--- config.mk ---
export PLATFORM = sky130hd
export DESIGN_NAME = id_top
export DESIGN_NICKNAME = d
export VERILOG_FILES = /design/src/rtl/id_pkg.sv /design/src/rtl/popcnt.sv /design/src/rtl/ins_buf.sv /design/src/rtl/id_dec.sv /design/src/rtl/id.sv /design/src/rtl/id_top.sv
export SDC_FILE = /design/constraint.sdc
export NUM_CORES = 1
export LEC_CHECK = 0
export ABC_AREA = 1
export BUFFER_PORTS_ARGS = -buffer_cell sky130_fd_sc_hd__buf_2
export CORE_MARGIN = 2
export CORE_UTILIZATION = 52
export CTS_CLUSTER_SIZE = 8
export DETAILED_ROUTE_END_ITERATION = 6
export PLACE_DENSITY = 0.8
export SYNTH_ARGS = -nofsm -noshare
export SYNTH_HDL_FRONTEND = slang
export SYNTH_SLANG_ARGS = --single-unit
--- constraint.sdc ---
create_clock -name clk -period 11 [get_ports clk]
set_clock_uncertainty 0.2 [all_clocks]
set_input_delay 1.1 -clock clk [delete_from_list [all_inputs] [get_ports clk]]
set_output_delay 1.1 -clock clk [all_outputs]
set_load 0.02 [all_outputs]
--- src/rtl/id_pkg.sv ---
package id_pkg;

   localparam int p_issue_width = 1;
   localparam int iw = 1 << p_issue_width;
   localparam int buf_depth = 8;
   localparam int buf_aw = $clog2(buf_depth);
   localparam int insn_w = 32;
   localparam int pc_w = 32;
   localparam int dw = 32;
   localparam int lrf_aw = 5;

   // Major opcodes
   localparam logic [5:0] op_alu_r = 6'h00;
   localparam logic [5:0] op_addi = 6'h01;
   localparam logic [5:0] op_andi = 6'h02;
   localparam logic [5:0] op_ori = 6'h03;
   localparam logic [5:0] op_lw = 6'h08;
   localparam logic [5:0] op_sw = 6'h09;
   localparam logic [5:0] op_beq = 6'h10;
   localparam logic [5:0] op_jal = 6'h11;
   localparam logic [5:0] op_syscall = 6'h20;

   // Funct field of R-format ALU instructions
   localparam logic [10:0] funct_add = 11'd0;
   localparam logic [10:0] funct_sub = 11'd1;
   localparam logic [10:0] funct_and = 11'd2;
   localparam logic [10:0] funct_or = 11'd3;
   localparam logic [10:0] funct_xor = 11'd4;
   localparam logic [10:0] funct_sll = 11'd5;

   typedef struct packed {
      logic [5:0] opcode;
      logic [lrf_aw-1:0] rd;
      logic [lrf_aw-1:0] rs1;
      logic [lrf_aw-1:0] rs2;
      logic [insn_w-6-3*lrf_aw-1:0] funct;
   } insn_r_t;

   typedef struct packed {
      logic [5:0] opcode;
      logic [lrf_aw-1:0] rd;
      logic [lrf_aw-1:0] rs1;
      logic [insn_w-6-2*lrf_aw-1:0] imm16;
   } insn_i_t;

   // Same word, seen as R-format or I-format
   typedef union packed {
      insn_r_t r;
      insn_i_t i;
   } insn_t;

   // One-hot unit opcodes, first field is the MSB
   typedef struct packed {
      logic alu_add;
      logic alu_sub;
      logic alu_and;
      logic alu_or;
      logic alu_xor;
      logic alu_sll;
   } alu_opc_t;

   typedef struct packed {
      logic load;
      logic store;
   } lsu_opc_t;

   typedef struct packed {
      logic beq;
      logic jal;
   } bru_opc_t;

   typedef struct packed {
      logic syscall;
      logic illegal;
      logic fetch_exc;
      logic irq;
   } epu_opc_t;

   typedef struct packed {
      insn_t insn;
      logic [pc_w-1:0] pc;
      logic exc;
   } fe_ent_t;

   typedef struct packed {
      logic valid;
      alu_opc_t alu;
      lsu_opc_t lsu;
      bru_opc_t bru;
      epu_opc_t epu;
      logic [dw-1:0] imm;
      logic [pc_w-1:0] pc;
      logic [lrf_aw-1:0] lrs1;
      logic lrs1_re;
      logic [lrf_aw-1:0] lrs2;
      logic lrs2_re;
      logic [lrf_aw-1:0] lrd;
      logic lrd_we;
   } rn_slot_t;

endpackage

--- src/rtl/popcnt.sv ---
`timescale 1ns/1ps

module popcnt
(
   input logic [id_pkg::iw-1:0] bitmap,
   output logic [id_pkg::p_issue_width:0] count
);
   import id_pkg::*;

   // Sum of set bits
   always_comb
   begin
      count = '0;
      for (int i = 0; i < iw; i++)
      begin
         count = count + (p_issue_width+1)'(bitmap[i]);
      end
   end

endmodule

--- src/rtl/ins_buf.sv ---
`timescale 1ns/1ps

module ins_buf
(
   input logic clk,
   input logic rst,
   input logic flush,
   input logic push_valid,
   input id_pkg::fe_ent_t push_ent,
   output logic full,
   output logic [id_pkg::iw-1:0] id_valid,
   output id_pkg::fe_ent_t [id_pkg::iw-1:0] id_ent,
   input logic [id_pkg::p_issue_width:0] id_pop_cnt
);
   import id_pkg::*;

   fe_ent_t mem [buf_depth];
   logic [buf_aw-1:0] head;
   logic [buf_aw-1:0] tail;
   logic [buf_aw:0] cnt;
   logic push;

   assign full = (cnt == (buf_aw+1)'(buf_depth));

   // Pushes into a full buffer are lost
   assign push = push_valid & ~full;

   // Entry storage
   always_ff @(posedge clk)
   begin
      if (push)
      begin
         mem[tail] <= push_ent;
      end
   end

   // Pointers and occupancy
   always_ff @(posedge clk)
   begin
      if (rst | flush)
      begin
         head <= '0;
         tail <= '0;
         cnt <= '0;
      end
      else
      begin
         if (push)
         begin
            tail <= tail + 1'b1;
         end
         // Retire from the head in the same edge as the push
         head <= head + buf_aw'(id_pop_cnt);
         cnt <= cnt + (buf_aw+1)'(push) - (buf_aw+1)'(id_pop_cnt);
      end
   end

   // Two oldest entries, head in slot 0
   always_comb
   begin
      for (int i = 0; i < iw; i++)
      begin
         id_valid[i] = (cnt > i);
         id_ent[i] = mem[head + buf_aw'(i)];
      end
   end

endmodule

--- src/rtl/id_dec.sv ---
`timescale 1ns/1ps

module id_dec
(
   input logic id_valid,
   input id_pkg::fe_ent_t id_ent,
   input logic irq_async,
   output id_pkg::rn_slot_t slot
);
   import id_pkg::*;

   insn_t insn;
   logic [dw-1:0] imm_sext;
   logic [dw-1:0] imm_zext;
   logic legal;

   assign insn = id_ent.insn;
   assign imm_sext = {{(dw-16){insn.i.imm16[15]}}, insn.i.imm16};
   assign imm_zext = {{(dw-16){1'b0}}, insn.i.imm16};

   always_comb
   begin
      slot = '0;
      slot.valid = id_valid;
      slot.pc = id_ent.pc;
      slot.lrs1 = insn.r.rs1;
      slot.lrs2 = insn.r.rs2;
      slot.lrd = insn.r.rd;
      legal = 1'b1;

      case (insn.r.opcode)
         op_alu_r:
         begin
            slot.lrs1_re = 1'b1;
            slot.lrs2_re = 1'b1;
            slot.lrd_we = 1'b1;
            case (insn.r.funct)
               funct_add: slot.alu.alu_add = 1'b1;
               funct_sub: slot.alu.alu_sub = 1'b1;
               funct_and: slot.alu.alu_and = 1'b1;
               funct_or: slot.alu.alu_or = 1'b1;
               funct_xor: slot.alu.alu_xor = 1'b1;
               funct_sll: slot.alu.alu_sll = 1'b1;
               default: legal = 1'b0;
            endcase
         end
         op_addi, op_andi, op_ori:
         begin
            slot.lrs1_re = 1'b1;
            slot.lrd_we = 1'b1;
            slot.alu.alu_add = (insn.i.opcode == op_addi);
            slot.alu.alu_and = (insn.i.opcode == op_andi);
            slot.alu.alu_or = (insn.i.opcode == op_ori);
            // Logical immediates are zero extended
            slot.imm = (insn.i.opcode == op_addi) ? imm_sext : imm_zext;
         end
         op_lw:
         begin
            slot.lsu.load = 1'b1;
            slot.lrs1_re = 1'b1;
            slot.lrd_we = 1'b1;
            slot.imm = imm_sext;
         end
         op_sw, op_beq:
         begin
            slot.lsu.store = (insn.i.opcode == op_sw);
            slot.bru.beq = (insn.i.opcode == op_beq);
            slot.lrs1_re = 1'b1;
            slot.lrs2_re = 1'b1;
            slot.imm = imm_sext;
         end
         op_jal:
         begin
            slot.bru.jal = 1'b1;
            slot.lrd_we = 1'b1;
            slot.imm = imm_sext;
         end
         op_syscall: slot.epu.syscall = 1'b1;
         default: legal = 1'b0;
      endcase

      // r0 is hardwired, writes to it are dropped
      if (slot.lrd == '0)
      begin
         slot.lrd_we = 1'b0;
      end

      // Exceptions in priority order, each one replaces the others
      if (id_valid & irq_async)
      begin
         slot.epu = '0;
         slot.epu.irq = 1'b1;
      end
      else if (id_ent.exc)
      begin
         slot.epu = '0;
         slot.epu.fetch_exc = 1'b1;
      end
      else if (!legal)
      begin
         slot.epu = '0;
         slot.epu.illegal = 1'b1;
      end

      // EPU ops carry no other unit work
      if (slot.epu != '0)
      begin
         slot.alu = '0;
         slot.lsu = '0;
         slot.bru = '0;
         slot.imm = '0;
         slot.lrs1_re = 1'b0;
         slot.lrs2_re = 1'b0;
         slot.lrd_we = 1'b0;
      end
   end

endmodule

--- src/rtl/id.sv ---
`timescale 1ns/1ps

module id
(
   input logic clk,
   input logic rst,
   input logic flush,
   input logic rn_stall_req,
   input logic irq_async,
   input logic [id_pkg::iw-1:0] id_valid,
   input id_pkg::fe_ent_t [id_pkg::iw-1:0] id_ent,
   output logic [id_pkg::p_issue_width:0] id_pop_cnt,
   output id_pkg::rn_slot_t [id_pkg::iw-1:0] rn_slot,
   output logic [id_pkg::p_issue_width:0] rn_push_size
);
   import id_pkg::*;

   logic p_ce;
   rn_slot_t [iw-1:0] dec_slot;
   rn_slot_t [iw-1:0] slot_q;
   logic [iw-1:0] valid_q;

   // Stage advances unless rename stalls
   assign p_ce = ~rn_stall_req;

   for (genvar i = 0; i < iw; i++)
   begin : gen_dec
      id_dec u_dec
      (
         .id_valid (id_valid[i]),
         .id_ent (id_ent[i]),
         .irq_async (irq_async),
         .slot (dec_slot[i])
      );
   end

   // Nothing consumed while stalled
   popcnt u_popcnt
   (
      .bitmap (id_valid & {iw{p_ce}}),
      .count (id_pop_cnt)
   );

   // Control part of the pipeline register, flush wins over stall
   always_ff @(posedge clk)
   begin
      if (rst | flush)
      begin
         valid_q <= '0;
         rn_push_size <= '0;
      end
      else if (p_ce)
      begin
         for (int i = 0; i < iw; i++)
         begin
            valid_q[i] <= dec_slot[i].valid;
         end
         rn_push_size <= id_pop_cnt;
      end
   end

   // Decoded payload
   always_ff @(posedge clk)
   begin
      if (p_ce)
      begin
         slot_q <= dec_slot;
      end
   end

   always_comb
   begin
      for (int i = 0; i < iw; i++)
      begin
         rn_slot[i] = slot_q[i];
         rn_slot[i].valid = valid_q[i];
      end
   end

endmodule

--- src/rtl/id_top.sv ---
`timescale 1ns/1ps

module id_top
(
   input logic clk,
   input logic rst,
   input logic flush,
   input logic push_valid,
   input id_pkg::fe_ent_t push_ent,
   input logic rn_stall_req,
   input logic irq_async,
   output logic full,
   output id_pkg::rn_slot_t [id_pkg::iw-1:0] rn_slot,
   output logic [id_pkg::p_issue_width:0] rn_push_size
);
   import id_pkg::*;

   logic [iw-1:0] id_valid;
   fe_ent_t [iw-1:0] id_ent;
   logic [p_issue_width:0] id_pop_cnt;

   ins_buf u_buf
   (
      .clk (clk),
      .rst (rst),
      .flush (flush),
      .push_valid (push_valid),
      .push_ent (push_ent),
      .full (full),
      .id_valid (id_valid),
      .id_ent (id_ent),
      .id_pop_cnt (id_pop_cnt)
   );

   id u_id
   (
      .clk (clk),
      .rst (rst),
      .flush (flush),
      .rn_stall_req (rn_stall_req),
      .irq_async (irq_async),
      .id_valid (id_valid),
      .id_ent (id_ent),
      .id_pop_cnt (id_pop_cnt),
      .rn_slot (rn_slot),
      .rn_push_size (rn_push_size)
   );

endmodule

# Word level (Yosys, flattened, before mapping)
# Memories as Yosys holds them, arrays and structs flattened. A register that Yosys moved wholly into a read port is not among the register bits.
# Index checks and enable logic that the tools add are counted.
op_classes:
  mux: 45
  add_sub_neg: 6
  n_eq_ne: 27
  reduce_logical: 30
  magnitude_cmp: 2
  bitwise: 11
op_table:
  columns: ["cell", "n"]
  rows:
  - ["32-bit case mux with 2 select lines", 2]
  - ["32-bit 2-to-1 mux", 2]
  - ["11-bit by 2-bit equality test with 1-bit output, second input constant", 4]
  - ["11-bit by 3-bit equality test with 1-bit output, second input constant", 4]
  - ["1-bit 2-to-1 mux", 28]
  - ["6-bit by 2-bit equality test with 1-bit output, second input constant", 4]
  - ["6-bit by 4-bit equality test with 1-bit output, second input constant", 4]
  - ["6-bit by 5-bit equality test with 1-bit output, second input constant", 4]
  - ["4-bit 2-to-1 mux", 6]
  - ["6-bit OR reduction", 4]
  - ["11-bit by 1-bit equality test with 1-bit output, second input constant", 2]
  - ["11-bit zero test", 2]
  - ["2-bit OR reduction", 8]
  - ["8-bit OR reduction", 2]
  - ["7-bit OR reduction", 2]
  - ["6-bit by 1-bit equality test with 1-bit output, second input constant", 2]
  - ["6-bit equality test, second input constant", 2]
  - ["6-bit zero test", 2]
  - ["3-bit OR reduction", 4]
  - ["5-bit zero test", 2]
  - ["4-bit by 1-bit greater-than comparator with 1-bit output, second input constant", 2]
  - ["1-bit case mux with 2 select lines", 4]
  - ["2-bit case mux with 2 select lines", 2]
  - ["4-bit nonzero test", 2]
  - ["other kinds (12)", 21]
word_totals:
  output_inout_bits: 197
  inputBits: 71
  word_cells: 171
  mem_count: 1
  ram_bits: 520
  register_bits: 206
memory_table:
  columns: ["memory", "words", "word_bits", "rd", "rd_ports_with_merged_regs", "wr", "line", "text"]
  rows:
  - ["u_buf.mem", 8, 65, 2, 1, 1, "ins_buf.sv:17", "fe_ent_t mem [buf_depth];"]

# Logic depth before layout (Yosys ltp)
# Gate-level depths: netlist of run 1.
# An unclocked memory read counts as a cell.
logic_depth:
  word_depth: 11
  mapped_depth: 18
  mapped_depth_nobuf: 15

# Cells and area by module
# From an unflattened synthesis of run 1, not the netlist that was laid out.
unflattened:
  cells_unflattened: 4161
  area_unflattened_um2: 36804.0
by_module_without_submodules:
  columns: ["mod", "seq_area_each_um2", "n_inst", "cells_each", "area_per_inst_um2"]
  rows:
  - ["ins_buf", 15815.2, 1, 3549, 28577.4]
  - ["id", 5845.6, 1, 223, 5969.5]
  - ["id_dec", 0.0, 2, 194, 1122.3]
  - ["popcnt", 0.0, 1, 1, 12.5]

# Worst setup path after synthesis of run 1
# OpenSTA, ideal clock, no wires.
synth_path:
  kind: "input port to flip-flop"
  startpoint: "input rn_stall_req"
  endpoint: "register u_id.rn_push_size[1] in the netlist's numbering"
  setup_slack_ps: 5976
  setup_ps: 299
  arrival_time_ps: 4525
  n_path_buf: 0
  required_time_ps: 10501
  path_stages: 2
  cell_sequence: "inv_1 a211oi_1"
synth_via:
  elab_chain_len: 3
synth_lines:
  columns: ["element", "line", "text"]
  rows:
  - ["from (decl)", "id_top.sv:10", "input logic rn_stall_req,"]
  - ["1-bit NOT", "id.sv:24", "assign p_ce = ~rn_stall_req;"]
  - ["2-bit AND", "id.sv:40", ".bitmap (id_valid & {iw{p_ce}}),"]
  - ["1-bit by 1-bit adder with 2-bit output", "popcnt.sv:16", "count = count + (p_issue_width+1)'(bitmap[i]);"]
  - ["to (signal assigned)", "id.sv:58", "rn_push_size <= id_pop_cnt;"]
  - ["to (decl)", "id.sv:14", "output logic [id_pkg::p_issue_width:0] rn_push_size"]
# Several ways; a longest one is shown, not always the timed one.
# A chain may end at the register's enable or synchronous reset.

# Worst setup path in the final report of run 1
layout_path:
  startpoint: "register u_buf.head[2]"
  endpoint: "register u_id.slot_q (netlist bit u_id.rn_slot[152]) (data pin)"
layout_via:
  elab_chain_len: 10
  word_cells_on_any_way: 30
  cone_classes: "1 x add/sub; 13 x eq/ne; 8 x mux; 7 x reduce/logical; 1 x memory"
layout_lines:
  columns: ["element", "line", "text"]
  rows:
  - ["from (decl)", "ins_buf.sv:18", "logic [buf_aw-1:0] head;"]
  - ["from (signal assigned)", "ins_buf.sv:53", "head <= head + buf_aw'(id_pop_cnt);"]
  - ["3-bit by 1-bit adder with 3-bit output *", "ins_buf.sv:64", "id_ent[i] = mem[head + buf_aw'(i)];"]
  - ["memory read 8 x 65 bit *", null, null]
  - ["11-bit by 3-bit equality test with 1-bit output, or another cell as far along", "id_dec.sv:37", "case (insn.r.funct)"]
  - ["6-bit OR reduction (no source line)", null, null]
  - ["1-bit 2-to-1 mux", "id_dec.sv:37", null]
  - ["1-bit case mux with 2 select lines", "id_dec.sv:31", "case (insn.r.opcode)"]
  - ["4-bit 2-to-1 mux", "id_dec.sv:99", "else if (!legal)"]
  - ["4-bit 2-to-1 mux", "id_dec.sv:94", "else if (id_ent.exc)"]
  - ["4-bit 2-to-1 mux", "id_dec.sv:89", "if (id_valid & irq_async)"]
  - ["4-bit nonzero test", "id_dec.sv:106", "if (slot.epu != '0)"]
  - ["to (signal assigned)", "id.sv:67", "slot_q <= dec_slot;"]
  - ["to (decl)", "id.sv:20", "rn_slot_t [iw-1:0] slot_q;"]
# Every way passes the cells marked *; elsewhere a longest branch is shown, timed or not.

==> reports/metrics.csv, run 1 <==
stage,metric,value,unit
outcome,status,"finished, violations left",
outcome,failing checks,design-rule violations,
yosys,Mapped Nets,3198,
power,P_leak,13.7,nW
cts,clk sinks,696,
yosys,Synth Register Bits,696,
finish,"Net count, final",3362,
yosys,register area share after synthesis,0.648,
cts,CTS tree,built,
finish,"most common cell after layout, fill and taps aside",edfxtp_1,
yosys,yosys warns,0,
power,total power,0.00861,W
timing,final max-slew violation count,0,
route,DR WL/cell,20.0,um
timing,Min Hold Slack,0.266,ns
setup_path,CP Max Fanout,55,
placed_design,Placement Setup Slack,5.83,ns
yosys,Post-Syn Area per Cell,10.3,sq um
timing,Worst-Margin Slew,1.14,ns
die,overall die area,63600,sq um
yosys,Post-Synthesis Cells,3114,
route,detailed-route vias per instance,5.83,
setup_path,critical path capture point type,flip-flop,
yosys,Netlist cell types,37,
grt,vias in the first global route,22503,
grt,GRT Total Usage,0.252,
setup_path,Worst Reg-to-Reg Cells,13,
setup_path,Crit Path Class,reg -> reg,
die,Ports,268,
die,row cnt,90,
placed_design,IO Port Bufs,267,
grt,initial antenna violation count,11,
route,post-detailed-route count of antenna-violating nets,0,
route,DRT Pass-1 Iters,7,
min_path,hold crit path type,reg -> reg,
route,Initial DRC Count,2321,
setup_path,reg2reg setup slack,5.80,ns
die,Core ar.,60600,sq um
timing,Final setup violation count,0,
power,Worst IR Drop VDD,0.148,mV
cts,"Clk Latency, worst-skew pair",0.66,ns
timing,Rel. slew slack,0.237,
timing,RSZ-0062 raised after global routing,no,
timing,Hold Fails Final Rpt,0,
setup_path,CP bufs+invs,4,
finish,share of post-route cells with drive strength above 1,0.134,
finish,cell area after layout,36200,sq um
cts,total CTS buffers,97,
timing,f_max,192,MHz
route,via count,23860,
grt,first-pass GRT wire length,123,mm
die,Initial Util,0.529,
setup_path,"Arr. time, crit path",5.35,ns
finish,synthesis-to-finish area growth,13.0,%
cts,Clock Tree Buf Depth,3,
setup_path,critical path startpoint category,flip-flop,
finish,most frequent cells in the layout,"682 x edfxtp_1, 549 x nand2_1, 401 x o21ai_0, 292 x nor2_1, 284 x inv_1",
setup_path,"Critical Path, Cell by Cell",buf_4 -> xnor2_4 -> buf_4 -> buf_4 -> nand3_1 -> nand2_1 -> nor2_1 -> nand3_1 -> nand2_1 -> inv_1 -> nand3_1 -> o21ai_2 -> a21oi_1,
cts,Root Buffer,clkbuf_16,
setup_path,slowest CP cell,o21ai_2,
timing,post-route clock period utilization,0.472,
setup_path,WP data required,11.15,ns
cts,clk slew on worst S/H paths,0.05,ns
die,Horiz. Die Dim,252,um
power,PwrDens,238,nW/um^2
timing,setup_tns,0,ns
min_path,number of cells on the worst hold path,2,
setup_path,"Largest delay share family, worst path",buffers and inverters,
timing,Final Critical Period,5.20,ns
placed_design,Final GP Congestion,0.892,
grt,largest net degree at the start of global routing,188,
cts,H-tree Lvls,3,
cts,setup bufs post-CTS,0,
placed_design,placed cell area,33500,sq um
yosys,mapped cell area,32000,sq um
grt,grt ovf,0,
cts,hold_buf cts,0,
cts,PostCTS Resize Cnt,0,
placed_design,detailed placement HPWL,45.8,mm
route,remaining routing DRC violations,1,
setup_path,total stage count of the critical path,13,
timing,Setup WS post-layout,5.80,ns
setup_path,Worst path max stage delay,0.81,ns
die,Die H,252,um
route,final wirelength,81.8,mm
flow_run,max cap viols,0,
-- cell families (layout without fill, tap and decap cells) --
logic type	Yosys count	count (layout)	synth area share
adder cells (fa/ha/maj)	13	13	0.00554
other	0	7	0
flip-flops	696	696	0.648
AND/OR/NAND/NOR	991	991	0.123
XOR/XNOR	3	3	0.00105
buffers and inverters	527	714	0.0717
AO/OA/AOI/OAI	884	884	0.151
-- flip-flops by register name, summed over array words and instances, names as in the netlist --
name and cells:
u_buf.head 3, u_buf.mem 520, u_id.valid_q 2, u_buf.tail 3
u_buf.cnt 4, u_id.rn_slot 162, u_id.rn_push_size 2
-- worst register-to-register path: stages (launching register included) --
cell	delay (ns)
dfxtp_2	0.76
buf_4	0.65
xnor2_4	0.20
buf_4	0.57
buf_4	0.73
nand3_1	0.21
nand2_1	0.19
nor2_1	0.10
nand3_1	0.14
nand2_1	0.07
inv_1	0.07
nand3_1	0.10
o21ai_2	0.81
a21oi_1	0.12
-- cells in the mapped netlist, drive strengths merged --
library cell  count  share of area
edfxtp          682           0.64
nand2           552          0.065
o21ai           422          0.066
nor2            308          0.037
inv             292          0.034
a21oi           261          0.041
buf             146          0.027
nand3           112          0.017
o211ai          108          0.025
clkbuf           88          0.010
a31oi            87          0.017
dfxtp            14         0.0087
nor3             13         0.0024
ha               11         0.0043
a211oi            3        0.00070
fa                2         0.0012
nor3b             2        0.00047
xor2              2        0.00055
a22o              1        0.00027
a32oi             1        0.00027
and3              1        0.00020
clkinv            1        0.00012
nand3b            1        0.00023
nor4              1        0.00020
o22ai             1        0.00020
or2               1        0.00020
xnor2             1        0.00051
-- cell type report --
class,instances,area [sq um]
inverters,293,1120
repair buffers,299,1590
flip-flops and latches,696,20800
diodes,7,17.5
clock inverters,6,139
well taps,782,978
fillers,4683,24400
multi-input cells,1891,9070
clock buffers,116,2540
-- per-layer routing --
layer | vias up | wire length [um] | track usage
li1 | 11169 | - | -
met1 | 11262 | 31200 | 0.311
met2 | 1224 | 40100 | 0.428
met3 | 193 | 7640 | 0.0512
met4 | 12 | 2850 | 0.116
met5 | - | 82 | 0
-- path summary, 6_finish.rpt --
path                           to                  from
max             u_id.rn_slot[152]         u_buf.head[2]
min          u_id.rn_push_size[0]  u_id.rn_push_size[0]
max reg2reg     u_id.rn_slot[152]         u_buf.head[2]
min reg2reg  u_id.rn_push_size[0]  u_id.rn_push_size[0]
-- report_power, final --
part	total, W	internal [W]	switching [W]
Combinational	0.00260	0.000745	0.00185
Sequential	0.00332	0.00321	0.000106
Clock	0.00269	0.00162	0.00107
-- stage by stage --
step | std cells | util
floorplan | 3114 | -
global placement | 3961 | 0.553
detailed placement | 3961 | 0.553
CTS | 4083 | 0.598
global route | 4087 | 0.598
finish | 4090 | 0.598
(Power assumes the default switching activity.)
==> inputs of run 2 (changes only) <==
- ABC_AREA: 1 -> 0
- clock period: 11 -> 5.2 ns (I/O delays scaled with it)
==> run 2 against run 1 <==
Largest cell class unchanged; the run now ends clean; power is 94% higher; sequential power increased by 110%; synthesized area is 3.8% lower; non-clock buffer count increased by 64; maximum frequency rose by 26%; critical path depth down 7.
==> reports/metrics.csv, run 2 <==
stage,metric,value,unit
yosys,"count leader, synth",edfxtp_1,
yosys,register area share after synthesis,0.674,
finish,"Net count, final",2059,
yosys,Post-Synthesis Cells,1637,
setup_path,WP data required,5.50,ns
yosys,Mapped Nets,1721,
cts,Root Buffer,clkbuf_16,
cts,CTS tree,built,
finish,share of post-route cells with drive strength above 1,0.375,
route,Met1 Wirelength,27.5,mm
power,Worst IR Drop VDD,0.446,mV
die,Initial Util,0.524,
yosys,Post-Syn Area per Cell,18.8,sq um
grt,GRT Total Usage,0.243,
die,overall die area,61200,sq um
cts,clk slew on worst S/H paths,0.05,ns
timing,Worst-Margin Slew,1.26,ns
timing,final max-slew violation count,0,
setup_path,slowest CP cell,xor2_4,
die,Die H,247,um
die,Horiz. Die Dim,247,um
cts,clk sinks,696,
setup_path,critical path capture point type,flip-flop,
yosys,async set or reset register ratio after synthesis,0,
finish,Top reg by flops,u_buf.mem,
cts,total CTS buffers,97,
placed_design,Placement Setup Slack,1.11,ns
die,Core ar.,58800,sq um
placed_design,IO Port Bufs,267,
setup_path,Crit Path Class,reg -> reg,
timing,Hold Fails Final Rpt,0,
route,Initial DRC Count,1493,
placed_design,detailed placement HPWL,43.0,mm
route,final wirelength,73.3,mm
timing,Rel. slew slack,0.162,
route,post-detailed-route count of antenna-violating nets,0,
finish,most frequent cells in the layout,"682 x edfxtp_1, 267 x buf_2, 261 x mux4_2, 167 x nand2_1, 98 x clkbuf_16",
setup_path,critical path startpoint category,flip-flop,
setup_path,Setup crit start,u_buf.head[2],
timing,post-route clock period utilization,0.794,
power,P_leak,12.0,nW
route,met2 WL post-DR,37.2,mm
outcome,status,finished clean,
yosys,Synth Flop Type,edfxtp_1,
yosys,Synth area leaders,"edfxtp_1 66%, mux4_2 19%, mux2_2 2.3%",
setup_path,"Arr. time, crit path",4.43,ns
flow_run,max cap viols,0,
yosys,mapped cell area,30800,sq um
grt,vias in the first global route,17822,
timing,Final Critical Period,4.13,ns
setup_path,launch point of the worst reg-to-reg path,u_buf.head[2],
setup_path,CP Max Fanout,31,
grt,largest net degree at the start of global routing,163,
die,row cnt,89,
yosys,Post-synth EDFFs,682,
cts,H-tree Lvls,3,
cts,"Clk Latency, worst-skew pair",0.63,ns
route,remaining routing DRC violations,0,
finish,Util after Layout,0.614,
yosys,Synth Register Bits,696,
setup_path,Worst path max stage delay,0.84,ns
route,via count,17327,
route,DR WL/cell,26.4,um
route,top layer in use,met5,
yosys,Post-synth top cells,"682 x edfxtp_1, 261 x mux4_2, 167 x nand2_1",
route,detailed-route vias per instance,6.25,
timing,f_max,242,MHz
grt,initial antenna violation count,7,
setup_path,"Critical Path, Cell by Cell",buf_4 -> xor2_4 -> mux4_2 -> nor4_2 -> nand3b_2 -> and4b_1,
route,met3 WL,6.69,mm
yosys,post-synth top area cell,edfxtp_1,
min_path,hold crit path type,in -> reg,
route,DRT Pass-1 Iters,6,
placed_design,Final GP Congestion,0.864,
grt,first-pass GRT wire length,109,mm
timing,setup_tns,0,ns
yosys,Netlist cell types,57,
grt,grt ovf,0,
timing,Setup WS post-layout,1.07,ns
yosys,post-synth top area share,0.664,
finish,max reg flops,520,
finish,"most common cell after layout, fill and taps aside",edfxtp_1,
timing,Final setup violation count,0,
die,Ports,268,
finish,synthesis-to-finish area growth,17.2,%
power,PwrDens,463,nW/um^2
min_path,Hold Path Origin,rn_stall_req,
cts,Clock Tree Buf Depth,3,
timing,RSZ-0062 raised after global routing,no,
yosys,yosys warns,0,
cts,PostCTS Resize Cnt,0,
run 2: timing repair:
action / CTS / global route
buffers inserted: 0 / 0
hold buffers: 65 / 0
endpoints found under the hold margin: 520 / 0
run 2: layout make-up:
class | instances | area (sq um)
antenna | 4 | 10.0
clock buffer | 115 | 2520
clock inverter | 6 | 88.8
fill | 4051 | 22700
inverter | 25 | 97.6
multi-input combinational | 792 | 9380
sequential | 696 | 20800
tap | 773 | 967
timing repair buffer | 363 | 2280
run 2: where the power goes:
part	total, W	switching, W	internal (W)
Clock	0.00553	0.00219	0.00334
Sequential	0.00683	0.000159	0.00667
Combinational	0.00436	0.00236	0.00200
run 2: logic make-up after synthesis:
family                     Yosys count  share of synthesized area
adders and majority gates           13                    0.00576
DFF                                696                      0.674
xor gates and xnor gates             8                    0.00227
and+or+nand+nor                    332                     0.0488
buffers and inverters              149                     0.0257
muxes                              367                      0.228
AOI/OAI and AO/OA                   72                     0.0162
run 2: worst max-delay path, delay by kind of cell, from the launching register on:
kind / cells / cell delay, ns
and+or+nand+nor: 3 / 1.39
xor gates and xnor gates: 1 / 0.84
muxes: 1 / 0.68
buffers and inverters: 1 / 0.51
DFF: 1 / 0.35
run 2: path summary, 6_finish.rpt:
check / endpoint / slack [ns] / cells after the start
setup / recovery: u_id.rn_slot[177] / 1.07 / 6
hold / removal: u_id.valid_q[0] / 0.06 / 3
setup reg to reg: u_id.rn_slot[177] / 1.07 / 6
hold reg to reg: u_id.valid_q[0] / 0.30 / 2
run 2: through the flow:
| step | hold WS (ns) | power (W) | std cells | area (sq um) |
|---|---|---|---|---|
| 6_report | 0.0622 | 0.0167 | 2774 | 36100 |
| 5_1_grt | 0.0602 | 0.0174 | 2774 | 36100 |
| 4_1_cts | 0.0296 | 0.0169 | 2770 | 36100 |
| 3_5_place_dp | 0.286 | 0.0112 | 2584 | 32800 |
| 3_3_place_gp | 0.270 | 0.0111 | 2584 | 32800 |
| 2_1_floorplan | 0.276 | 0.0102 | 1637 | 30800 |
run 2: metal layers:
layer	vias to the layer above	global-route usage
met5	-	0
met4	6	0.0810
met3	129	0.0564
met2	937	0.408
met1	8943	0.314
li1	7312	-
